--- config.mk ---
export PLATFORM = sky130hd
export DESIGN_NAME = consoleKeys
export DESIGN_NICKNAME = d
export VERILOG_FILES = /design/src/source/pdp8Pkg.sv /design/src/source/consoleKeys.sv
export SDC_FILE = /design/constraint.sdc
export NUM_CORES = 1
export LEC_CHECK = 0
export BUFFER_PORTS_ARGS = -buffer_cell sky130_fd_sc_hd__buf_2
export CAP_MARGIN = 20
export CORE_AREA = 2 2 39 41
export DETAILED_ROUTE_END_ITERATION = 7
export DIE_AREA = 0 0 41 43
export GPL_TIMING_DRIVEN = 0
export REMOVE_ABC_BUFFERS = 1
export SYNTH_ARGS = -nofsm -noshare
export SYNTH_HDL_FRONTEND = slang
export SYNTH_SLANG_ARGS = --single-unit
--- constraint.sdc ---
create_clock -name CLOCK -period 1.4 [get_ports CLOCK]
set_clock_uncertainty 0.1 [all_clocks]
set_input_delay 0.07 -clock CLOCK [delete_from_list [all_inputs] [get_ports CLOCK]]
set_output_delay 0.07 -clock CLOCK [all_outputs]
set_load 0.03 [all_outputs]
--- src/source/pdp8Pkg.sv ---
//////////////////////////////////////////////////
// shared types and codes for the PDP-8/L style CPU
// every module pulls these in through a wildcard
// import in its header
//////////////////////////////////////////////////

package pdp8Pkg;

    typedef logic [11:0] pdp8Word_t;              // one machine word

    localparam pdp8Word_t WORD_MAX = 12'o7777;

    typedef enum logic [2:0] {
        AND, TAD, ISZ, DCA, JMS, JMP, IOT, OPR    // octal 0..7 in the top three bits
    } opcode_t;

    typedef enum logic [1:0] {START, FETCH, DEFER, EXEC} majorState_t;

    typedef enum logic [2:0] {IDLE, TS1, TS2, TS3, TS4} timeState_t;

    // micro-op bit positions inside operate.micro
    localparam int unsigned MO_CLA = 7;           // both groups
    localparam int unsigned MO_CLL = 6;           // group 1 from here
    localparam int unsigned MO_CMA = 5;
    localparam int unsigned MO_CML = 4;
    localparam int unsigned MO_IAC = 0;
    localparam int unsigned MO_SMA = 6;           // group 2 from here
    localparam int unsigned MO_SZA = 5;
    localparam int unsigned MO_SNL = 4;
    localparam int unsigned MO_REV = 3;
    localparam int unsigned MO_OSR = 2;
    localparam int unsigned MO_HLT = 1;
    localparam int unsigned MO_G3  = 0;           // set means group 3, not run here

    typedef struct packed {
        opcode_t    opcode;
        logic       indirect;
        logic       currentPage;
        logic [6:0] offset;
    } memRefWord_t;

    typedef struct packed {
        opcode_t    opcode;
        logic       group;                        // 0 group 1, 1 group 2
        logic [7:0] micro;
    } operateWord_t;

    // same 12 bits, read as memory reference or as operate
    typedef union packed {
        memRefWord_t  memRef;
        operateWord_t operate;
    } instrWord_t;

    typedef struct packed {
        logic loadAddr, deposit, examine, start, cont, stop;
    } consoleKeys_t;                              // raw switch levels

    typedef struct packed {
        logic loadAddr, deposit, examine, start, cont;
    } keyCmd_t;                                   // one clock per release

    typedef struct packed {
        pdp8Word_t   ac;
        logic        link;
        pdp8Word_t   ma;
        pdp8Word_t   mb;
        opcode_t     ir;
        majorState_t majorState;
        logic        run;
    } panelLamps_t;

    typedef struct packed {
        pdp8Word_t g1Ac;
        logic      g1Link;
        pdp8Word_t g2Ac;
        logic      g2Skip;
        pdp8Word_t tadAc;
        logic      tadLink;
        pdp8Word_t effAddr;
    } opResult_t;

endpackage

--- src/source/consoleKeys.sv ---
//////////////////////////////////////////////////
// front panel momentary switches
// a falling switch level gives a one clock command
// pulse, one command per clock by priority
//////////////////////////////////////////////////

`timescale 1ns/100ps

module consoleKeys import pdp8Pkg::*; (
    input  logic         CLOCK,
    input  logic         RESET,
    input  consoleKeys_t i_keys,
    output keyCmd_t      o_cmd
);

    keyCmd_t levels;                              // the five momentary levels
    keyCmd_t lastLevels;                          // levels one clock ago
    keyCmd_t released;                            // 1 then 0

    assign levels   = {i_keys.loadAddr, i_keys.deposit, i_keys.examine,
                       i_keys.start, i_keys.cont};
    assign released = lastLevels & ~levels;

    always_ff @(posedge CLOCK) begin
        if (RESET) begin
            lastLevels <= '0;
            o_cmd      <= '0;
        end else begin
            lastLevels <= levels;
            o_cmd      <= '0;
            if (released.loadAddr) o_cmd.loadAddr <= 1'b1;   // highest priority
            else if (released.examine) o_cmd.examine <= 1'b1;
            else if (released.deposit) o_cmd.deposit <= 1'b1;
            else if (released.cont) o_cmd.cont <= 1'b1;
            else if (released.start) o_cmd.start <= 1'b1;    // lowest
        end
    end

endmodule

== After elaboration in Yosys (flattened, before gate mapping) ==
Index checks and enable logic that the tools add are counted.
Storage, ports and cells
  logic and storage cells: 21
  input port bits: 8
  register bits after elaboration: 10
Operators by class
  bitwise logic cells: 2
  reductions and logical operators: 4
  mux-type cells: 5
Operators by type and width (number)
  $and A5 B5 Y5: 1
  $mux W1: 5
  $not A5 Y5: 1
  $reduce_or A5 Y1: 1
  $reduce_or A4 Y1: 1
  $reduce_or A3 Y1: 1
  $reduce_or A2 Y1: 1

== Longest topological paths before layout ==
Gate-level depths: netlist (run 1).
  depth in word-level cells: 3
  depth in mapped cells: 3
  depth with buffers taken out: 3

== Least setup slack after synthesis (run 1) ==
No wires, ideal clock.
  path kind: reg2reg
  from: reg lastLevels[4] (netlist bit)
  to: reg o_cmd[0] (netlist bit)
  path buffers: 0
  period minus slack after synthesis: 852 ps
  setup time: 92 ps
  data required time: 1208 ps
  setup slack: 548 ps
  arrival time: 660 ps
  stages on the path, launching flop included: 4
  cell sequence: dfxtp_1 > nand2b_4 > nand2b_4 > nor4_1
On the way
  longest elaborated chain between the ends: 2
Ends and longest elaborated chain
  from (decl): line consoleKeys.sv:17  | keyCmd_t lastLevels;
  from (signal assigned): line consoleKeys.sv:29  | lastLevels <= levels;
  $and A5 B5 Y5: line consoleKeys.sv:22  | assign released = lastLevels & ~levels;
  $reduce_or A4 Y1 (no line)
  to (decl): line consoleKeys.sv:13  | output keyCmd_t o_cmd
Every way passes these cells.
A chain may end at the register's enable or synchronous reset.

== Final worst setup path (run 1) ==
  from: in i_keys[5] (netlist bit)
  to: reg lastLevels[4] (netlist bit)
RTL lines
  from (decl): line consoleKeys.sv:12  | input consoleKeys_t i_keys,
No word-level cell between the ends.

==> flow_metrics.tcl, run 1 <==
set metrics [dict create \
    status "finished, final reports clean" \
    cp_cell_sequence "dlygate4sd3_1 > buf_2 > nor2b_1 > dlygate4sd3_1" \
    ys_warn_count 0 \
    post_drt_wl_per_cell_um 7.50 \
    top_usage_layer "met3" \
    initial_utilization_pct 23.1 \
    critical_path_arrival_ns 1.38 \
    die_h_um 43 \
    final_nets 57 \
    finalWeightedCongestion 0.616 \
    worst_path_max_delay_cell "dlygate4sd3_1" \
    grt_max_degree 8 \
    slew_headroom_pct 85.2 \
    postSynthAreaPerCell_um2 12.3 \
    setup_viol 0 \
    cts_tree "done" \
    cts_sinks 10 \
    clk_path_buf_depth 2 \
    clk_latency_ns 0.26 \
    synth-seq-cells 10 \
    grt_pass1_vias 216 \
    port_buffers 11 \
    post_cts_resized 0 \
    worstPathRequired_ns 1.45 \
    detail_route.wirelength_um 480 \
    coreArea_um2 1380 \
    fill_cells 140 \
    drv_cap 0 \
    place_area_um2 395 \
    drive_above_1_share_pct 35.4 \
    slew_violations 0 \
    post-route-min-period_ns 1.33 \
    max_freq_mhz 752 \
    cp-end-kind "register" \
    drc 0 \
    synth_top_area_share_pct 62.5 \
    r2r_cells 3 \
    fin_area_um2 502 \
    worstSetupPathType "primary input to register" \
    crit_top_cell "dlygate4sd3_1" \
    layout.cells.non_filler 64 \
    cp_slowest_stage_delay_ns 0.54 \
    syn_to_final_growth_pct 56.6 \
    cts_made_buffers 3 \
    ant_nets 0 \
    rows 14 \
    grt_usage_pct 8.18 \
    worst-path-max-fanout 2 \
    regArea_um2 200 \
    ys_async_sr_fraction_pct 0 \
    hold_buffers 7 \
    met2_usage_pct 9.38 \
    hold_depth 2 \
    dieWidth_um 41 \
    multi_input_area_um2 120 \
    antenna_found_initial 0 \
    yosys.area.top_type "dfxtp_1" \
    vias 245 \
    ioPinCount 13 \
    hold_viol_final 0 \
    fin_crit_sh_pct 95.0 \
    crit_buf_inv 3 \
    start_kind "primary input" \
    rsz0062_at_grt "no" \
    die_area_um2 1760 \
    grt_pass1_wl_um 862 \
    powerDensity_nw_per_um2 1220 \
    synth.lib_cells_used.distinct 9 \
    gr-total-overflow 0 \
    r2r_end "o_cmd[1]$_SDFF_PP0_" \
    power.leakage_uw 0.000240 \
    fin_util_pct 36.3 \
    synthTopCellsByArea "dfxtp_1 (63%), and2b_1 (9.4%), nand2b_4 (8.6%)" \
    syn_area_um2 320 \
    use_met1_pct 8.52 \
    reg2reg_slack_ns 0.48 \
    ys_seq_area_share_pct 62.5 \
    syn_inst 26 \
    worstHoldStart "lastLevels[1]$_SDFF_PP0_" \
    cts.htree.levels 1 \
    clk_pin_slew_ns 0.07 \
    antenna_cells 0 \
    first_pass_iters 2 \
    yosysMostFrequentCell "dfxtp_1" \
    crit_family "buffers and inverters" \
    cts-root-buf "clkbuf_4" \
    synth.top_cells.by_count "dfxtp_1 (10), and2b_1 (4), nor2b_1 (4), nand2b_4 (2), nor4_1 (2)" \
    post-cts-setup-buffers 0 \
    worst_hold_slack_ns 0.352 \
    drt_iter0_drc 2 \
    dp_cells 53 \
    hold_path_class "register to register" \
    tightest_slew_ns 0.220 \
    r2r-start "lastLevels[4]$_SDFF_PP0_" \
    ys.flop_type "dfxtp_1" \
    hold_end "o_cmd[1]$_SDFF_PP0_" \
    avgViaCountPerCell 3.83 \
    synth_edf_count 0 \
    ir_drop_uv 788 \
    grt.met3_usage_pct 9.95 \
    setup-tns-final_ns 0 \
]
-- per-layer routing --
layer	routed length, um	share of wire [%]
met5	0	0
met1	189	39
met3	70	15
met4	0	0
met2	221	46
-- logic make-up after synthesis --
family	after synthesis	share of synthesized area (%)
flip-flops	10	62.5
AND/OR/NAND/NOR	16	37.5
-- flip-flops by register name, summed over array words and instances, names as in the netlist --
register	flops
lastLevels	5
o_cmd	5
-- per-stage QoR --
step,power (uW),setup WS [ns]
global placement,348,0.503
CTS,621,0.0875
finish,613,0.0699
floorplan,332,0.548
global route,648,0.0299
detailed placement,349,0.481
-- layout by cell type (no fill, tap or decap), drive strengths merged --
cell / count
buf: 11
dfxtp: 10
dlygate4sd3: 7
and2b: 4
nor2b: 4
clkbuf: 4
nand2b: 3
nor4: 2
nand3b: 1
nor2: 1
nor3b: 1
-- final cells by class --
type	instances	area share (%)
Clock buffer	4	7.23
Timing Repair Buffer	18	24.9
Tap cell	16	3.99
Sequential cell	10	39.9
Multi-Input combinational cell	16	23.9
-- worst register-to-register path: cells and delay by family, from the launching register on --
kind	cells	cell delay (ns)
flip-flops	1	0.33
AND/OR/NAND/NOR	3	0.40
-- report_power, final --
part | switching (uW) | internal [uW]
registers | 2.91 | 296
clock network | 99.1 | 158
logic | 23.0 | 34.5
total | 125 | 488
-- worst max-delay path by stage --
stage                                          end  cells after the start                startpoint
after floorplan                o_cmd[0]$_SDFF_PP0_                      3  lastLevels[4]$_SDFF_PP0_
after global placement         o_cmd[0]$_SDFF_PP0_                      3  lastLevels[4]$_SDFF_PP0_
after global routing      lastLevels[4]$_SDFF_PP0_                      4                     RESET
final                     lastLevels[4]$_SDFF_PP0_                      4                 i_keys[5]
after detailed placement       o_cmd[1]$_SDFF_PP0_                      3  lastLevels[4]$_SDFF_PP0_
after CTS                 lastLevels[4]$_SDFF_PP0_                      4                 i_keys[5]
No activity file was read; power rests on OpenSTA's default activity.
==> inputs of run 2 (changes only) <==
--- a/config.mk
+++ b/config.mk
@@ -5,11 +5,13 @@
 export SDC_FILE = /design/constraint.sdc
 export NUM_CORES = 1
 export LEC_CHECK = 0
+export ABC_AREA = 1
 export BUFFER_PORTS_ARGS = -buffer_cell sky130_fd_sc_hd__buf_2
 export CAP_MARGIN = 20
 export CORE_AREA = 2 2 39 41
 export DETAILED_ROUTE_END_ITERATION = 7
 export DIE_AREA = 0 0 41 43
+export GPL_ROUTABILITY_DRIVEN = 0
 export GPL_TIMING_DRIVEN = 0
 export REMOVE_ABC_BUFFERS = 1
 export SYNTH_ARGS = -nofsm -noshare
==> run 2 against run 1 <==
Effect of this change:
- clock power shrank 2%
- power grew 0.47%
- synthesized cell count grew 46%
- maximum frequency shrank 1.8%
- sequential share of layout area shrank 2.3 points
- critical path type unchanged
==> flow_metrics.tcl, run 2 <==
set metrics [dict create \
    fin_util_pct 38.4 \
    yosys.area_share.simple_pct 27.2 \
    cts_tree "done" \
    synth_edf_count 0 \
    post-cts-setup-buffers 0 \
    synthTopCellsByArea "dfxtp_1 (60%), nor2_1 (9.1%), inv_1 (7.9%)" \
    antenna_found_initial 0 \
    vias 294 \
    rsz0062_at_grt "no" \
    synthAdderAreaFrac_pct 0 \
    slew_violations 0 \
    layout_commonest_cell "buf_2" \
    grt_max_degree 9 \
    dieWidth_um 41 \
    initial_utilization_pct 24.0 \
    worstSetupPathType "primary input to register" \
    slew_headroom_pct 89.2 \
    clk_latency_ns 0.26 \
    final_nets 71 \
    start_kind "primary input" \
    grt_usage_pct 8.06 \
    first_pass_iters 1 \
    worstPathRequired_ns 1.45 \
    synth_top_area_share_pct 60.4 \
    fin_area_um2 532 \
    cts-root-buf "clkbuf_4" \
    cts_sinks 10 \
    crit_top_cell "dlygate4sd3_1" \
    syn_area_um2 332 \
    setup_viol 0 \
    gr-total-overflow 0 \
    ys_async_sr_fraction_pct 0 \
    clk_path_buf_depth 2 \
    ys.flop_type "dfxtp_1" \
    synth_xor_area_share_pct 0 \
    critical_path_arrival_ns 1.40 \
    hold_buffers 10 \
    rows 14 \
    setup-tns-final_ns 0 \
    coreArea_um2 1380 \
    post-route-worst-setup-slack_ns 0.0455 \
    power.leakage_uw 0.000276 \
    powerDensity_nw_per_um2 1160 \
    p_total_uw 616 \
    cts_made_buffers 3 \
    post_cts_resized 0 \
    syn_inst 38 \
    fill_cells 161 \
    ant_nets 0 \
    postSynthAreaPerCell_um2 8.73 \
    place_area_um2 395 \
    yosysMostFrequentCell "dfxtp_1" \
    cp-end-kind "register" \
    avgViaCountPerCell 3.77 \
    crit_family "buffers and inverters" \
    cts.htree.levels 1 \
    grt_pass1_vias 252 \
    synth-compound-area-share_pct 0 \
    detail_route.wirelength_um 561 \
    cp_cell_sequence "dlygate4sd3_1 > buf_2 > nor2_1 > dlygate4sd3_1" \
    ys_warn_count 0 \
    ys_seq_area_share_pct 60.4 \
    crit_buf_inv 3 \
    cp_slowest_stage_delay_ns 0.55 \
    antenna_cells 0 \
    synth.top_cells.by_count "dfxtp_1 (10), nor2_1 (8), inv_1 (7), nand2_1 (6)" \
    grt_pass1_wl_um 897 \
    tightest_slew_ns 0.162 \
    post_drt_wl_per_cell_um 7.19 \
    synth.mux.area_fraction_pct 0 \
    status "finished, final reports clean" \
    ioPinCount 13 \
    max_freq_mhz 738 \
    yosys.area.top_type "dfxtp_1" \
    post-route-min-period_ns 1.35 \
    layout_common_cells "buf_2 (11), dlygate4sd3_1 (10), dfxtp_1 (10)" \
    top_regs "lastLevels: 5 flops, o_cmd: 5 flops" \
    clk_pin_slew_ns 0.06 \
    worst_path_max_delay_cell "dlygate4sd3_1" \
    place_ws_ns 0.541 \
    hold_viol_final 0 \
    synth-seq-cells 10 \
    drv_cap 0 \
    synth_top_family_by_area "simple AND/OR/NAND/NOR gates" \
    drive_above_1_share_pct 32.3 \
    die_area_um2 1760 \
    worst-path-max-fanout 8 \
    ir_drop_uv 454 \
    hold_path_class "register to register" \
    die_h_um 43 \
    synth.lib_cells_used.distinct 9 \
    port_buffers 11 \
    fin_crit_sh_pct 96.7 \
    drt_iter0_drc 0 \
    drc 0 \
    syn_to_final_growth_pct 60.4 \
]
-- run 2: power by group --
part / internal (uW) / switching [uW]
Combinational: 34.8 / 32.3
Sequential: 296 / 2.42
Clock: 158 / 93.1
-- run 2: per-layer routing --
layer | track usage [%] | wire (um)
met1 | 8.79 | 227
met2 | 10.9 | 276
met3 | 3.14 | 50
met4 | 8.00 | 7
met5 | 0 | 0
-- run 2: logic make-up after synthesis --
logic type	after synthesis
buffers and inverters	9
AND/OR/NAND/NOR	19
flip-flops	10
-- run 2: final timing paths --
check | startpoint | end | slack (ns) | depth (start not counted)
hold / removal | lastLevels[1]$_SDFF_PP0_ | o_cmd[1]$_SDFF_PP0_ | 0.34 | 2
setup / recovery | RESET | lastLevels[1]$_SDFF_PP0_ | 0.05 | 4
hold reg to reg | lastLevels[1]$_SDFF_PP0_ | o_cmd[1]$_SDFF_PP0_ | 0.34 | 2
setup reg to reg | lastLevels[2]$_SDFF_PP0_ | o_cmd[0]$_SDFF_PP0_ | 0.53 | 5
-- run 2: area by class of cell --
class                      count  area [um2]  share of cell area (%)
clock buffer                   4        36.3                    6.82
inverter                       8        30.0                    5.65
multi-input combinational     19        90.1                    16.9
sequential                    10         200                    37.6
tap                           16        20.0                    3.76
timing repair buffer          21         155                    29.2
-- run 2: stage by stage --
step                std cells  hold WS (ns)
floorplan                  37        0.0409
global placement           64         0.183
detailed placement         64         0.183
CTS                        78         0.349
global route               78         0.370
finish                     78         0.344
-- run 2: worst min-delay path: cells and delay by family, from the launching register on --
| kind | cells | cell delay, ns |
|---|---|---|
| AND/OR/NAND/NOR | 2 | 0.11 |
| flip-flops | 1 | 0.30 |
