`config.mk`:
```
export PLATFORM = sky130hd
export DESIGN_NAME = cycleControl
export DESIGN_NICKNAME = d
export VERILOG_FILES = /design/src/source/pdp8Pkg.sv /design/src/source/cycleControl.sv
export SDC_FILE = /design/constraint.sdc
export NUM_CORES = 1
export LEC_CHECK = 0
export CELL_PAD_IN_SITES_DETAIL_PLACEMENT = 2
export CELL_PAD_IN_SITES_GLOBAL_PLACEMENT = 2
export CORE_ASPECT_RATIO = 0.9
export CORE_UTILIZATION = 39
export CTS_BUF_LIST = sky130_fd_sc_hd__clkbuf_4
export CTS_CLUSTER_DIAMETER = 120
export DETAILED_ROUTE_END_ITERATION = 16
export DONT_BUFFER_PORTS = 1
export HOLD_SLACK_MARGIN = 0.02
export MAX_ROUTING_LAYER = met4
export PLACE_DENSITY_LB_ADDON = 0.3
export SYNTH_ARGS = -nofsm -noshare
export SYNTH_HDL_FRONTEND = slang
export SYNTH_SLANG_ARGS = --single-unit
```
`constraint.sdc`:
```
create_clock -name CLOCK -period 6.2 [get_ports CLOCK]
set_clock_uncertainty 0.15 [all_clocks]
set_input_delay 0.31 -clock CLOCK [delete_from_list [all_inputs] [get_ports CLOCK]]
set_output_delay 0.31 -clock CLOCK [all_outputs]
set_load 0.005 [all_outputs]
```
`src/source/pdp8Pkg.sv`:
```
//////////////////////////////////////////////////
// shared types and codes for the PDP-8/L style CPU
// every module pulls these in through a wildcard
// import in its header
//////////////////////////////////////////////////

package pdp8Pkg;

    typedef logic [11:0] pdp8Word_t;              // one machine word

    localparam pdp8Word_t WORD_MAX = 12'o7777;

    typedef enum logic [2:0] {
        AND, TAD, ISZ, DCA, JMS, JMP, IOT, OPR    // octal 0..7 in the top three bits
    } opcode_t;

    typedef enum logic [1:0] {START, FETCH, DEFER, EXEC} majorState_t;

    typedef enum logic [2:0] {IDLE, TS1, TS2, TS3, TS4} timeState_t;

    // micro-op bit positions inside operate.micro
    localparam int unsigned MO_CLA = 7;           // both groups
    localparam int unsigned MO_CLL = 6;           // group 1 from here
    localparam int unsigned MO_CMA = 5;
    localparam int unsigned MO_CML = 4;
    localparam int unsigned MO_IAC = 0;
    localparam int unsigned MO_SMA = 6;           // group 2 from here
    localparam int unsigned MO_SZA = 5;
    localparam int unsigned MO_SNL = 4;
    localparam int unsigned MO_REV = 3;
    localparam int unsigned MO_OSR = 2;
    localparam int unsigned MO_HLT = 1;
    localparam int unsigned MO_G3  = 0;           // set means group 3, not run here

    typedef struct packed {
        opcode_t    opcode;
        logic       indirect;
        logic       currentPage;
        logic [6:0] offset;
    } memRefWord_t;

    typedef struct packed {
        opcode_t    opcode;
        logic       group;                        // 0 group 1, 1 group 2
        logic [7:0] micro;
    } operateWord_t;

    // same 12 bits, read as memory reference or as operate
    typedef union packed {
        memRefWord_t  memRef;
        operateWord_t operate;
    } instrWord_t;

    typedef struct packed {
        logic loadAddr, deposit, examine, start, cont, stop;
    } consoleKeys_t;                              // raw switch levels

    typedef struct packed {
        logic loadAddr, deposit, examine, start, cont;
    } keyCmd_t;                                   // one clock per release

    typedef struct packed {
        pdp8Word_t   ac;
        logic        link;
        pdp8Word_t   ma;
        pdp8Word_t   mb;
        opcode_t     ir;
        majorState_t majorState;
        logic        run;
    } panelLamps_t;

    typedef struct packed {
        pdp8Word_t g1Ac;
        logic      g1Link;
        pdp8Word_t g2Ac;
        logic      g2Skip;
        pdp8Word_t tadAc;
        logic      tadLink;
        pdp8Word_t effAddr;
    } opResult_t;

endpackage

```
`src/source/cycleControl.sv`:
```
//////////////////////////////////////////////////
// time state and major state sequencer
// holds AC, L, PC, MA, MB, IR and RUN, runs one
// memory cycle per IDLE..TS4 pass and serves the
// console while the machine is stopped
//////////////////////////////////////////////////

`timescale 1ns/100ps

module cycleControl import pdp8Pkg::*; (
    input  logic        CLOCK,
    input  logic        RESET,
    input  keyCmd_t     i_cmd,
    input  logic        i_stop,
    input  pdp8Word_t   i_switchReg,
    input  opResult_t   i_res,
    input  pdp8Word_t   i_readData,
    output pdp8Word_t   o_addr,
    output logic        o_readEn,
    output logic        o_writeEn,
    output pdp8Word_t   o_writeData,
    output instrWord_t  o_opMb,
    output pdp8Word_t   o_ac,
    output logic        o_link,
    output panelLamps_t o_lamps,
    output logic        o_memStart
);

    timeState_t  timeState;
    majorState_t majorState;
    logic        run;
    logic        depositCyc;                      // START cycle writes the switches
    pdp8Word_t   ac, pc, ma;
    logic        link;
    instrWord_t  mb;
    opcode_t     ir;
    instrWord_t  coreWord;                        // word coming out of the core
    pdp8Word_t   mbWord;
    pdp8Word_t   pcNext;                          // PC after a possible skip

    assign coreWord = i_readData;
    assign mbWord   = mb;
    assign pcNext   = i_res.g2Skip ? pc + 12'd1 : pc;

    // memory side, MA addresses both the read and the write back
    assign o_addr      = ma;
    assign o_readEn    = (timeState == TS1);
    assign o_writeEn   = (timeState == TS3);
    assign o_writeData = mb;
    assign o_memStart  = (timeState == TS1);

    assign o_opMb = mb;
    assign o_ac   = ac;
    assign o_link = link;

    always_comb begin
        o_lamps.ac         = ac;
        o_lamps.link       = link;
        o_lamps.ma         = ma;
        o_lamps.mb         = mb;
        o_lamps.ir         = ir;
        o_lamps.majorState = majorState;
        o_lamps.run        = run;
    end

    always_ff @(posedge CLOCK) begin
        if (RESET) begin
            timeState  <= IDLE;
            majorState <= START;
            run        <= 1'b0;
            depositCyc <= 1'b0;
            ac         <= '0;
            link       <= 1'b0;
            pc         <= '0;
            ma         <= '0;
        end else begin
            case (timeState)

                //////////////////////////////////////////////////
                // pick the next cycle or serve the console
                IDLE: begin
                    if (!run) begin
                        if (i_cmd.loadAddr) begin
                            ma <= i_switchReg;
                            pc <= i_switchReg;
                        end else if (i_cmd.examine || i_cmd.deposit) begin
                            ma         <= pc;
                            pc         <= pc + 12'd1;
                            majorState <= START;
                            depositCyc <= i_cmd.deposit;
                            timeState  <= TS1;
                        end else if (i_cmd.cont) begin
                            run <= 1'b1;                // keep the major state
                        end else if (i_cmd.start) begin
                            ac         <= '0;
                            link       <= 1'b0;
                            majorState <= START;
                            run        <= 1'b1;
                        end
                    end else if (majorState == START) begin
                        ma <= pc;
                        if (i_stop) run <= 1'b0;        // stop between instructions
                        else begin
                            pc         <= pc + 12'd1;
                            majorState <= FETCH;
                            timeState  <= TS1;
                        end
                    end else timeState <= TS1;          // defer or exec cycle next
                end

                TS1: timeState <= TS2;                  // core read under way

                //////////////////////////////////////////////////
                // core word arrives, modify by major state into MB
                TS2: begin
                    case (majorState)
                        FETCH: begin
                            ir <= coreWord.memRef.opcode;
                            mb <= coreWord;
                        end
                        DEFER: mb <= (ma[11:3] == 9'd1) ? i_readData + 12'd1 : i_readData;
                        EXEC: begin
                            case (ir)
                                ISZ: mb <= i_readData + 12'd1;
                                DCA: mb <= ac;
                                JMS: mb <= pc;               // return address
                                default: mb <= coreWord;
                            endcase
                        end
                        default: mb <= depositCyc ? i_switchReg : i_readData;
                    endcase
                    timeState <= TS3;
                end

                TS3: timeState <= TS4;                  // MB goes back to core

                //////////////////////////////////////////////////
                // finish the instruction, choose the next cycle
                TS4: begin
                    case (majorState)
                        FETCH: begin
                            case (ir)
                                JMP: begin
                                    if (mb.memRef.indirect) begin
                                        ma         <= i_res.effAddr;
                                        majorState <= DEFER;
                                    end else begin
                                        pc         <= i_res.effAddr;
                                        majorState <= START;
                                    end
                                end
                                IOT: majorState <= START;    // no I/O, plain fetch
                                OPR: begin
                                    if (!mb.operate.group) begin
                                        ac   <= i_res.g1Ac;
                                        link <= i_res.g1Link;
                                    end else if (!mb.operate.micro[MO_G3]) begin
                                        pc <= pcNext;
                                        ac <= i_res.g2Ac;
                                        if (mb.operate.micro[MO_HLT]) begin
                                            run <= 1'b0;
                                            ma  <= pcNext;  // lamps show the resume address
                                        end
                                    end
                                    majorState <= START;
                                end
                                default: begin               // AND TAD ISZ DCA JMS
                                    ma         <= i_res.effAddr;
                                    majorState <= mb.memRef.indirect ? DEFER : EXEC;
                                end
                            endcase
                        end
                        DEFER: begin
                            if (ir == JMP) begin
                                pc         <= mbWord;
                                majorState <= START;
                            end else begin
                                ma         <= mbWord;
                                majorState <= EXEC;
                            end
                        end
                        EXEC: begin
                            case (ir)
                                AND: ac <= ac & mbWord;
                                TAD: begin
                                    ac   <= i_res.tadAc;
                                    link <= i_res.tadLink;
                                end
                                ISZ: if (mbWord == '0) pc <= pc + 12'd1;
                                DCA: ac <= '0;
                                JMS: pc <= ma + 12'd1;
                                default: ;
                            endcase
                            majorState <= START;
                        end
                        default: depositCyc <= 1'b0;         // console cycle done
                    endcase
                    timeState <= IDLE;
                end

                default: timeState <= IDLE;
            endcase
        end
    end

endmodule

```
# After elaboration in Yosys (flattened, before gate mapping)
# Index checks and enable logic that the tools add are counted.
# op_classes
add_sub_neg	3
muxes	89
n_bitwise	2
eq_ne	54
reduce_logical	18
# ops
cell	n
12-bit 2-to-1 mux	30
12-bit one-hot mux with 3 select lines	5
12-bit one-hot mux with 2 select lines	7
4-bit inequality test, second input constant	12
12-bit by 1-bit adder with 12-bit output, second input constant	3
10-bit AND reduction	3
3-bit inequality test, second input constant	9
1-bit 2-to-1 mux	25
2-bit inequality test, second input constant	10
2-bit 2-to-1 mux	9
3-bit equality test, second input constant	5
3-bit 2-to-1 mux	5
12-bit AND	1
3-bit by 2-bit equality test with 1-bit output, second input constant	4
12-bit logical NOT	1
3-bit one-hot mux with 4 select lines	1
12-bit AND reduction	1
9-bit by 1-bit equality test with 1-bit output, second input constant	1
1-bit one-hot mux with 2 select lines	4
2-bit one-hot mux with 2 select lines	2
7-bit AND reduction	1
3-bit by 1-bit equality test with 1-bit output, second input constant	2
3-bit logical NOT	2
3-bit by 2-bit inequality test with 1-bit output, second input constant	2
other kinds (18)	21
# word_totals
ff_bits	59
inputBits	83

# Longest topological paths before layout
# Gate-level depths: netlist of run 1.
# depth
depth_word	8
depth_mapped	11
ltp_nobuf	8

# Worst setup path after synthesis of run 1
# OpenSTA, ideal clock, no wires.
# synth_timing
kind	register -> register
start	register timeState[2]
end	register ir[0], enable pin
stages_incl_launch_ff	4
path_slack_ns	3.567
t_arrival_ns	2.177
cell_sequence	dfxtp_1 clkbuf_1 nor4_1 and2_1
# synth_between
elab_chain_len	2
# synth_lines
element	line_no	source
from (decl)	cycleControl.sv:29	timeState_t timeState;
from (signal assigned)	cycleControl.sv:68	timeState <= IDLE;
from (signal assigned)	cycleControl.sv:91	timeState <= TS1;
from (signal assigned)	cycleControl.sv:106	timeState <= TS1;
3-bit by 2-bit equality test with 1-bit output	cycleControl.sv:77	case (timeState)
3-bit AND reduction (no line)	n/a	
to (signal assigned)	cycleControl.sv:118	ir <= coreWord.memRef.opcode;
to (decl)	cycleControl.sv:36	opcode_t ir;
# Every way passes these cells.
# A chain may end at the register's enable or synchronous reset.

# Worst setup path in the final report of run 1
# layout_timing
start	register majorState[1]
end	register ac[9], in the netlist o_ac[9]
# layout_between
elab_chain_len	3
word_cells_on_any_way	9
classes_between	6 x eq/ne; 2 x mux; 1 x reduce/logical
# layout_lines
element	line_no	source
from (decl)	cycleControl.sv:30	majorState_t majorState;
from (signal assigned)	cycleControl.sv:169	majorState <= mb.memRef.indirect ? DEFER : EXEC;
2-bit equality test or 2-bit by 1-bit equality test with 1-bit output (tied branches)	cycleControl.sv:140	case (majorState)
5-bit by 2-bit inequality test with 1-bit output (no line), or another cell as far along	n/a	
10-bit AND reduction (no line) or 12-bit one-hot mux with 2 select lines (tied branches)	n/a	
to (signal assigned)	cycleControl.sv:155	ac <= i_res.g1Ac;
to (signal assigned)	cycleControl.sv:159	ac <= i_res.g2Ac;
to (signal assigned)	cycleControl.sv:184	AND: ac <= ac & mbWord;
to (decl)	cycleControl.sv:33	pdp8Word_t ac, pc, ma;
# Parallel ways exist; a longest one is shown, timed or not.

==> results.json, run 1 <==
{
  "mostFrequentLayoutCell": "nand2_1",
  "crit_chain": "ha_2, nor2b_1, o21ai_0, a21oi_1, o21ai_2, a2111o_1, a21oi_1, dlygate4sd3_1",
  "vdd.ir_drop.worst_uv": 127,
  "place.gp.congestion": 0.876,
  "fillers": 1821,
  "cellLeakagePower_nw": 1.96,
  "regToRegEndpoint": "o_ac[9]",
  "max_freq_mhz": 265,
  "dieArea_mm2": 0.0163,
  "synth_edf_count": 15,
  "die_h_um": 121,
  "final.period_utilization_pct": 60.9,
  "wl_per_cell_um": 29.4,
  "ys_seq_area_share_pct": 21.6,
  "cts_resized": 0,
  "first_pass_iters": 5,
  "r2r_cells": 8,
  "syn_inst": 843,
  "worst_path_max_delay_cell": "ha_2",
  "via_per_inst": 6.90,
  "layout-drive-gt1-share_pct": 6.23,
  "start_kind": "flip-flop",
  "multi_input_area_mm2": 0.00404,
  "grt_pass1_wl_um": 42600,
  "post_cts_buffers": 0,
  "rows": 43,
  "clk_pin_slew_worst_paths_ns": 0.13,
  "antenna_found_initial": 0,
  "ys_seq_elements": 59,
  "cts_sinks": 59,
  "hpwlAfterDp_um": 19600,
  "critPathMaxStageDelay_ns": 0.77,
  "tritoncts": "yes",
  "stdcell_area_mm2": 0.00617,
  "netlist_area_mm2": 0.00616,
  "cap_viol_max_count": 0,
  "io_buffer_count": 0,
  "ys_top_cells_by_area": "dfxtp_1 14%, edfxtp_1 7.3%, buf_4 6.7%",
  "io-pin-count": 178,
  "holdBufCountCts": 27,
  "place_inst": 930,
  "holdCritPathClass": "in2reg",
  "core_area_mm2": 0.0154,
  "yosysWarnings": 0,
  "cts_max_level": 3,
  "worst_pin_slew_ns": 1.02,
  "cts_buffer_depth": 2,
  "whs_endpoint": "pc[1]",
  "synth.largest_area_cell": "dfxtp_1",
  "min_period_ns": 3.78,
  "worstSetupPathType": "reg2reg",
  "grt_max_degree": 45,
  "cpMostUsedCell": "a21oi_1",
  "clk_latency_ns": 0.48,
  "worstReg2RegStart": "majorState[1]",
  "layout_common_cells": "79 x nand2_1, 71 x nor2_1, 63 x a21oi_1",
  "drv_slew": 0,
  "start_util_pct": 39.9,
  "drt_wl_total_um": 28600,
  "drc_errors": 0,
  "grt_pass1_vias": 6921,
  "power_density_mw_per_mm2": 190,
  "crit_arrival_ns": 4.06,
  "cp.required_ns": 6.48,
  "async_reset_ff_share_pct": 0,
  "diodes": 0,
  "reg2reg_setup_slack_ns": 2.42,
  "rsz0062_at_grt": "no",
  "syn_to_final_growth_pct": 0.122,
  "nNetsFinal": 856,
  "drtIter0Drc": 578,
  "vias": 6715,
  "hp-start": "i_switchReg[1]",
  "hold_ws_ns": 0.0425,
  "p_total_w": 0.00117,
  "slew_headroom_pct": 32.0,
  "ant_nets": 0,
  "numCtsBuffers": 9,
  "endpoint_kind": "flip-flop",
  "place_area_mm2": 0.00578,
  "yosysTopAreaCellShare_pct": 14.3,
  "cts_root_buf": "clkbuf_4",
  "gr-total-overflow": 0,
  "finalHoldViolCount": 0,
  "min_path_cells": 4,
  "layoutNonFillerInstCount": 973,
  "syn_area_per_cell_um2": 7.31,
  "crit_fanout": 37,
  "synthDistinctLibCells": 75,
  "seqCellArea_mm2": 0.00133,
  "synthFlopType": "dfxtp_1",
  "synthesis.nets": 933,
  "die_x_um": 134,
  "track_usage_pct": 36.1,
  "fin_tns_setup_ns": 0,
  "setup_viol": 0,
  "outcome": "complete, no violations"
}
## worst max-delay path: cells and delay by family (launching register included)
kind	cells	cell delay [ns]
adder cells (fa/ha/maj)	1	0.77
flip-flops	1	0.43
AO/OA/AOI/OAI	5	1.61
AND/OR/NAND/NOR	1	0.22
buffers and inverters	1	0.55
## where the power goes
group | internal (W) | switching, W
combinational | 0.000151 | 0.000219
sequential | 0.000436 | 0.000107
clock | 0.0000828 | 0.000179
total | 0.000670 | 0.000505
## how the worst max path moves through the flow
stage / start / end / cells past startpoint
after CTS: majorState[1] / o_ac[9] / 8
after global routing: majorState[1] / o_ac[9] / 8
after global placement: majorState[1] / o_ac[5] / 7
final: majorState[1] / o_ac[9] / 8
after floorplan: timeState[2] / ir[0] / 3
after detailed placement: majorState[1] / o_ac[5] / 7
## metal layers
metal	up-vias	wire (µm)	GRT usage, %
met5	-	0	-
met4	0	1230	17.7
met3	78	2290	8.02
met2	311	13100	56.2
met1	3402	12000	44.1
li1	2924	-	-
## synthesized netlist by cell type (15+ instances only)
library cell and instances:
clkbuf_1 42, inv_1 18, a211oi_1 25, buf_4 55
nor3b_1 18, edfxtp_1 15, buf_2 20, nor2b_1 24
xnor2_1 19, nand3_1 38, o21ai_0 43, a31oi_1 21
dfxtp_1 44, nor2_1 71, nand2_1 79, a21oi_1 63
mux2i_1 19
## registers in the layout, summed over array words and instances (netlist names)
register,flops
o_ac,12
timeState,3
o_link,1
o_opMb,12
depositCyc,1
pc,12
o_addr,12
majorState,2
ir,3
run,1
## layout make-up
| cell class | count | area share, % |
|---|---|---|
| multi-input cells | 639 | 65.5 |
| clock inverters | 6 | 0.507 |
| well taps | 202 | 4.10 |
| repair buffers | 38 | 5.88 |
| flip-flops and latches | 59 | 21.6 |
| clock buffers | 10 | 1.22 |
| inverters | 19 | 1.16 |
## through the flow
stage / setup WS (ns) / util (%)
after floorplan: 3.57 / -
after global routing: 2.16 / 39.9
after detailed placement: 2.94 / 37.4
after CTS: 2.49 / 39.9
after global placement: 3.04 / 37.4
final: 2.42 / 39.9
## logic make-up (layout without fill, tap and decap cells)
group	Yosys count	in the layout	synth area share (%)
simple gates	322	322	27.2
flops	59	59	21.6
xor+xnor	28	28	3.98
compound gates	262	262	29.5
buf+inv	145	73	13.0
mux	20	20	3.27
fa+ha+maj	7	7	1.42
Note: power is estimated with default switching activity, not from simulation.
==> inputs of run 2 (changes only) <==
- CORE_UTILIZATION: 39 -> 33
- clock period: 6.2 -> 3.3 ns (I/O delays scaled with it)
==> run 2 against run 1 <==
The flow now stops in detailed routing. Synthesized cell count is the same. Synthesized area unchanged. Global-route usage is 4.0 points lower.
==> results.json, run 2 <==
{
  "outcome": "did not finish",
  "haltStage": "detailed routing",
  "firstError": "[ERROR DRT-0255] Maze Route cannot find path of net o_lamps[15] in worker of routeBox ( 96600 0 ) ( 145995 48300 ).",
  "start_util_pct": 33.6,
  "yosysTopAreaCellShare_pct": 14.3,
  "syn_area_per_cell_um2": 7.31,
  "synth_edf_count": 15,
  "worst_endpoint": "o_opMb[11]$_DFFE_PP_/D",
  "dp_slack_ns": 0.175,
  "synthFlopType": "dfxtp_1",
  "worst-ep-kind": "register data pin",
  "rows": 47,
  "ys_top_cells_by_count": "79 x nand2_1, 71 x nor2_1, 63 x a21oi_1",
  "cts_sinks": 59,
  "cts_buffer_depth": 2,
  "die_x_um": 146,
  "place.gp.congestion": 0.923,
  "numCtsBuffers": 9,
  "hpwlAfterDp_um": 21300,
  "async_reset_ff_share_pct": 0,
  "antenna_found_initial": 2,
  "die_h_um": 132,
  "cts_root_buf": "clkbuf_4",
  "synthDistinctLibCells": 75,
  "gr-total-overflow": 0,
  "synthesis.nets": 933,
  "syn_inst": 843,
  "track_usage_pct": 32.1,
  "cts_max_level": 3,
  "grt_max_degree": 42,
  "grt_pass1_vias": 7261,
  "ys_seq_area_share_pct": 21.6,
  "io_buffer_count": 0,
  "netlist_area_mm2": 0.00616,
  "yosys.cell_count.top_type": "nand2_1",
  "grt_pass1_wl_um": 45300,
  "yosysWarnings": 0,
  "ys_top_cells_by_area": "dfxtp_1 14%, edfxtp_1 7.3%, buf_4 6.7%",
  "synth.largest_area_cell": "dfxtp_1",
  "ys_seq_elements": 59,
  "io-pin-count": 178
}
==> run 2: cell counts after synthesis <==
No cell type changed its count.
==> run 2: kinds of logic after synthesis <==
group | count (synthesis) | synth area share [%]
and+or+nand+nor | 322 | 27.2
muxes | 20 | 3.27
DFF | 59 | 21.6
AOI/OAI and AO/OA | 262 | 29.5
xor gates and xnor gates | 28 | 3.98
adders and majority gates | 7 | 1.42
buffers and inverters | 145 | 13.0
==> run 2: layer usage <==
| metal | global-route usage [%] |
|---|---|
| met5 | - |
| met4 | 14.4 |
| met3 | 6.42 |
| met2 | 50.5 |
| met1 | 39.7 |
==> run 2: timing repair <==
action | CTS | global route
hold endpoints to repair | 71 | 0
hold buffers | 58 | 0
setup buffers | 0 | 1
gates resized for setup | 0 | 4
setup endpoints to repair | 0 | 19
==> run 2: per-stage QoR <==
stage                     hold WS [ns]  util [%]  area, µm²  cells
after global routing            0.0443      37.2       6830   1077
after detailed placement        0.0920      32.9       6040   1000
after floorplan                  0.114         -       6160    843
after CTS                       0.0221      37.1       6810   1074
after global placement          0.0915      32.9       6040   1000
==> inputs of run 3 (changes only) <==
- CELL_PAD_IN_SITES_DETAIL_PLACEMENT: 2 -> not set
- CELL_PAD_IN_SITES_GLOBAL_PLACEMENT: 2 -> not set
- CORE_ASPECT_RATIO: 0.9 -> not set
- CORE_UTILIZATION: 33 -> 35
- CTS_BUF_LIST: sky130_fd_sc_hd__clkbuf_4 -> not set
- CTS_CLUSTER_DIAMETER: 120 -> not set
- HOLD_SLACK_MARGIN: 0.02 -> not set
- MAX_ROUTING_LAYER: met4 -> not set
- PLACE_DENSITY_LB_ADDON: 0.3 -> 0.15
- clock period: 3.3 -> 4.3 ns (I/O delays scaled with it)
==> run 3 against run 2 <==
The run now ends clean. Global-route usage decreased by 5.6 points.
==> results.json, run 3 (synthesis results as in run 1) <==
{
  "antenna_found_initial": 0,
  "cts_root_buf": "clkbuf_16",
  "drc_errors": 0,
  "numCtsBuffers": 9,
  "grt_pass1_vias": 5860,
  "drtIter0Drc": 826,
  "hpwlAfterDp_um": 17200,
  "p_total_w": 0.00210,
  "cellLeakagePower_nw": 2.00,
  "outcome": "complete, no violations",
  "nNetsFinal": 842,
  "drt_wl_total_um": 24300,
  "finalHoldViolCount": 0,
  "dieArea_mm2": 0.0181,
  "clk_pin_slew_worst_paths_ns": 0.06,
  "setup_viol": 0,
  "wl_met1_um": 10300,
  "cts_buffer_depth": 2,
  "min_period_ns": 3.01,
  "grt_pass1_wl_um": 35900,
  "syn_to_final_growth_pct": 1.73,
  "routed.top_layer": "met4",
  "track_usage_pct": 26.5,
  "grt_max_degree": 41,
  "reg2reg_setup_slack_ns": 1.29,
  "io_buffer_count": 0,
  "wl_per_cell_um": 24.8,
  "via_per_inst": 6.47,
  "dp_slack_ns": 1.33,
  "io-pin-count": 178,
  "power_density_mw_per_mm2": 336,
  "cts_sinks": 59,
  "worstSetupPathType": "reg2reg",
  "met3_length_um": 2520,
  "dr_wl_met2_um": 10700,
  "rsz0062_at_grt": "no",
  "gr-total-overflow": 0,
  "layout_common_cells": "79 x nand2_1, 71 x nor2_1, 63 x a21oi_1",
  "final.period_utilization_pct": 70.0,
  "finalWorstSetupSlack_ns": 1.29,
  "tritoncts": "yes",
  "worst_pin_slew_ns": 1.16,
  "hold_ws_ns": 0.0143,
  "die_x_um": 135,
  "crit_arrival_ns": 2.90,
  "final_util_pct": 36.3,
  "mostFrequentLayoutCell": "nand2_1",
  "cp.required_ns": 4.19,
  "fillers": 1810,
  "slew_headroom_pct": 22.9,
  "die_h_um": 135,
  "layout-drive-gt1-share_pct": 6.87,
  "max_freq_mhz": 332,
  "vdd.ir_drop.worst_uv": 194,
  "endpoint_kind": "flip-flop",
  "first_pass_iters": 5,
  "cap_viol_max_count": 0,
  "cts_max_level": 3,
  "clk_latency_ns": 0.35,
  "start_util_pct": 35.7,
  "diodes": 0,
  "drv_slew": 0,
  "holdCritPathClass": "in2reg",
  "core_area_mm2": 0.0172,
  "ant_nets": 0,
  "place.gp.congestion": 0.935,
  "vias": 6356,
  "fin_tns_setup_ns": 0,
  "crit_fanout": 17,
  "start_kind": "flip-flop",
  "rows": 48
}
-- run 3: what timing repair did --
action,in CTS,in global routing
endpoints found under the hold margin,44,0
setup buffers,0,0
resized for setup,0,0
hold buffers,10,0
-- run 3: area by class of cell --
class | count | area, µm² | area share, %
timing repair buffer | 24 | 215 | 3.44
sequential | 59 | 1330 | 21.3
clock buffer | 10 | 239 | 3.81
multi-input combinational | 639 | 4040 | 64.4
inverter | 19 | 71.3 | 1.14
tap | 225 | 282 | 4.49
clock inverter | 6 | 88.8 | 1.42
-- run 3: routing by layer --
layer	GRT usage, %	vias up
met1	36.1	3019
li1	-	2901
met5	0	-
met4	12.6	0
met3	6.23	56
met2	39.2	380
-- run 3: worst paths after layout --
path                 startpoint        end  cells past startpoint
hold / removal    i_readData[1]  o_opMb[1]                      2
hold reg to reg          o_link     o_link                      2
setup reg to reg          ir[2]  o_opMb[2]                      6
setup / recovery          ir[2]  o_opMb[2]                      6
-- run 3: where the power goes --
group | internal (W) | total [W] | switching [W]
combinational | 0.000209 | 0.000499 | 0.000290
sequential | 0.000630 | 0.000780 | 0.000149
clock | 0.000523 | 0.000823 | 0.000300
-- run 3: stage by stage --
step,instance area [µm²],instances
2_1_floorplan,6160,843
3_3_place_gp,5830,956
3_5_place_dp,5830,956
4_1_cts,6260,982
5_1_grt,6260,982
6_report,6260,982
-- run 3: critical path, stage by stage, from the launching register on --
cell      delay, ns
edfxtp_1       0.63
buf_4          0.31
nor2b_1        0.65
o21ai_0        0.20
a311o_1        0.39
a221oi_1       0.26
a22oi_1        0.12
==> inputs of run 4 (changes only) <==
- clock period: 4.3 -> 2.9 ns (I/O delays scaled with it)
==> run 4 against run 3 <==
The flow now finishes with violations (negative hold slack). Maximum frequency increased by 11%. Routed wire length increased by 4.8%. Count of clock-buffer cells in the layout unchanged. Cell area increased by 6.3%. Non-clock buffer count increased by 53. Worst hold slack got worse by 0.018 ns. Sequential power increased by 41%. Die area unchanged. Via count increased by 3.4%. First-iteration DRC count decreased by 20%. Cell count increased by 5.4%. Setup slack got worse by 1.1 ns. Critical endpoint is now pc[8]. Largest cell class unchanged.
==> results.json, run 4 (synthesis results as in run 1) <==
{
  "hp-start": "i_readData[9]",
  "io_buffer_count": 0,
  "dieArea_mm2": 0.0181,
  "cpMostUsedCell": "nor4_1",
  "rows": 48,
  "cap_viol_max_count": 0,
  "diodes": 0,
  "reg2reg_setup_slack_ns": 0.18,
  "mostFrequentLayoutCell": "nand2_1",
  "vdd.ir_drop.worst_uv": 279,
  "drtIter0Drc": 662,
  "start_util_pct": 35.7,
  "place.gp.congestion": 0.894,
  "regToRegEndpoint": "pc[8]",
  "finalHoldViolCount": 1,
  "io-pin-count": 178,
  "power_density_mw_per_mm2": 453,
  "multi_input_area_mm2": 0.00404,
  "drc_errors": 0,
  "final.period_utilization_pct": 93.7,
  "clk_pin_slew_worst_paths_ns": 0.07,
  "min_period_ns": 2.72,
  "cts_root_buf": "clkbuf_16",
  "track_usage_pct": 27.8,
  "grt_pass1_wl_um": 37400,
  "violations": "negative hold slack",
  "setup_viol": 0,
  "core_area_mm2": 0.0172,
  "wl_per_cell_um": 24.6,
  "crit_arrival_ns": 2.80,
  "layout_common_cells": "79 x nand2_1, 71 x nor2_1, 63 x a21oi_1",
  "worstSetupPathType": "reg2reg",
  "max_freq_mhz": 368,
  "critPathMaxStageDelay_ns": 0.59,
  "min_path_cells": 3,
  "vias": 6573,
  "worst_pin_slew_ns": 0.877,
  "cellLeakagePower_nw": 2.22,
  "crit_fanout": 10,
  "endpoint_kind": "flip-flop",
  "r2r_cells": 7,
  "worstReg2RegStart": "pc[0]",
  "whs_endpoint": "o_opMb[9]",
  "hpwlAfterDp_um": 18600,
  "antenna_found_initial": 1,
  "via_per_inst": 6.35,
  "drt_wl_total_um": 25500,
  "seqCellArea_mm2": 0.00133,
  "die_x_um": 135,
  "numCtsBuffers": 9,
  "drv_slew": 0,
  "syn_to_final_growth_pct": 8.17,
  "fillers": 1825,
  "nNetsFinal": 895,
  "cts_sinks": 59,
  "first_pass_iters": 5,
  "ant_nets": 0,
  "gr-total-overflow": 0,
  "cts_buffer_depth": 2,
  "worst_path_max_delay_cell": "dfxtp_1",
  "tritoncts": "yes",
  "holdCritPathClass": "in2reg",
  "cts_max_level": 3,
  "rsz0062_at_grt": "no",
  "fin_tns_setup_ns": 0,
  "grt_pass1_vias": 6020,
  "die_h_um": 135,
  "cp.required_ns": 2.99,
  "hold_ws_ns": -0.00420,
  "start_kind": "flip-flop",
  "layout-drive-gt1-share_pct": 10.6,
  "slew_headroom_pct": 41.5,
  "crit_chain": "ha_1, nand2_1, nor4_1, mux2i_1, nor4_1, a211o_1, a32o_1",
  "grt_max_degree": 41,
  "clk_latency_ns": 0.35,
  "outcome": "finished, violations left"
}
## run 4: layer usage
layer  part of all wire [%]  track usage [%]  vias up
li1                       -                -     2996
met1                     42             35.8     3203
met2                     45             44.1      318
met3                    9.4             7.51       56
met4                    2.8             10.7        0
met5                      0                0        -
## run 4: worst max-delay path: cells and delay by family (launching register included)
| family | cells | cell delay (ns) |
|---|---|---|
| AND/OR/NAND/NOR | 3 | 0.61 |
| flip-flops | 1 | 0.59 |
| AO/OA/AOI/OAI | 2 | 0.50 |
| adder cells (fa/ha/maj) | 1 | 0.46 |
| multiplexers | 1 | 0.28 |
## run 4: timing repair
item                                    CTS  global route
hold buffers                             29             0
hold endpoints to repair                 59             0
buffers inserted                          0             0
endpoints found under the setup margin    0             0
resized for setup                         0             0
## run 4: report_power, final
group          internal (W)  switching [W]  leakage (nW)
sequential         0.000934       0.000170         0.496
combinational      0.000359       0.000504          1.59
clock              0.000600       0.000449         0.135
total               0.00189        0.00112          2.22
## run 4: worst max-delay path by stage
stage            startpoint  endpoint  depth (start not counted)
2_1_floorplan  timeState[2]     ir[0]                          3
3_3_place_gp          pc[0]     pc[8]                          7
3_5_place_dp          pc[0]     pc[8]                          7
4_1_cts               pc[0]     pc[8]                          7
5_1_grt               pc[0]     pc[8]                          7
6_report              pc[0]     pc[8]                          7
## run 4: metrics by stage
step / utilization (%) / power, W / worst slack (ns) / cells / cell area (µm²)
after floorplan: - / 0.00173 / 0.267 / 843 / 6160
after global placement: 35.3 / 0.00190 / 0.256 / 990 / 6080
after detailed placement: 35.3 / 0.00191 / 0.231 / 990 / 6080
after CTS: 38.6 / 0.00302 / 0.222 / 1035 / 6660
after global routing: 38.6 / 0.00314 / 0.0232 / 1035 / 6660
final: 38.6 / 0.00302 / 0.184 / 1035 / 6660
## run 4: area by class of cell
class,count,area share [%]
Clock buffer,10,3.59
Clock inverter,6,0.601
Inverter,19,1.07
Multi-Input combinational cell,639,60.6
Sequential cell,59,20.0
Tap cell,225,4.23
Timing Repair Buffer,77,9.92
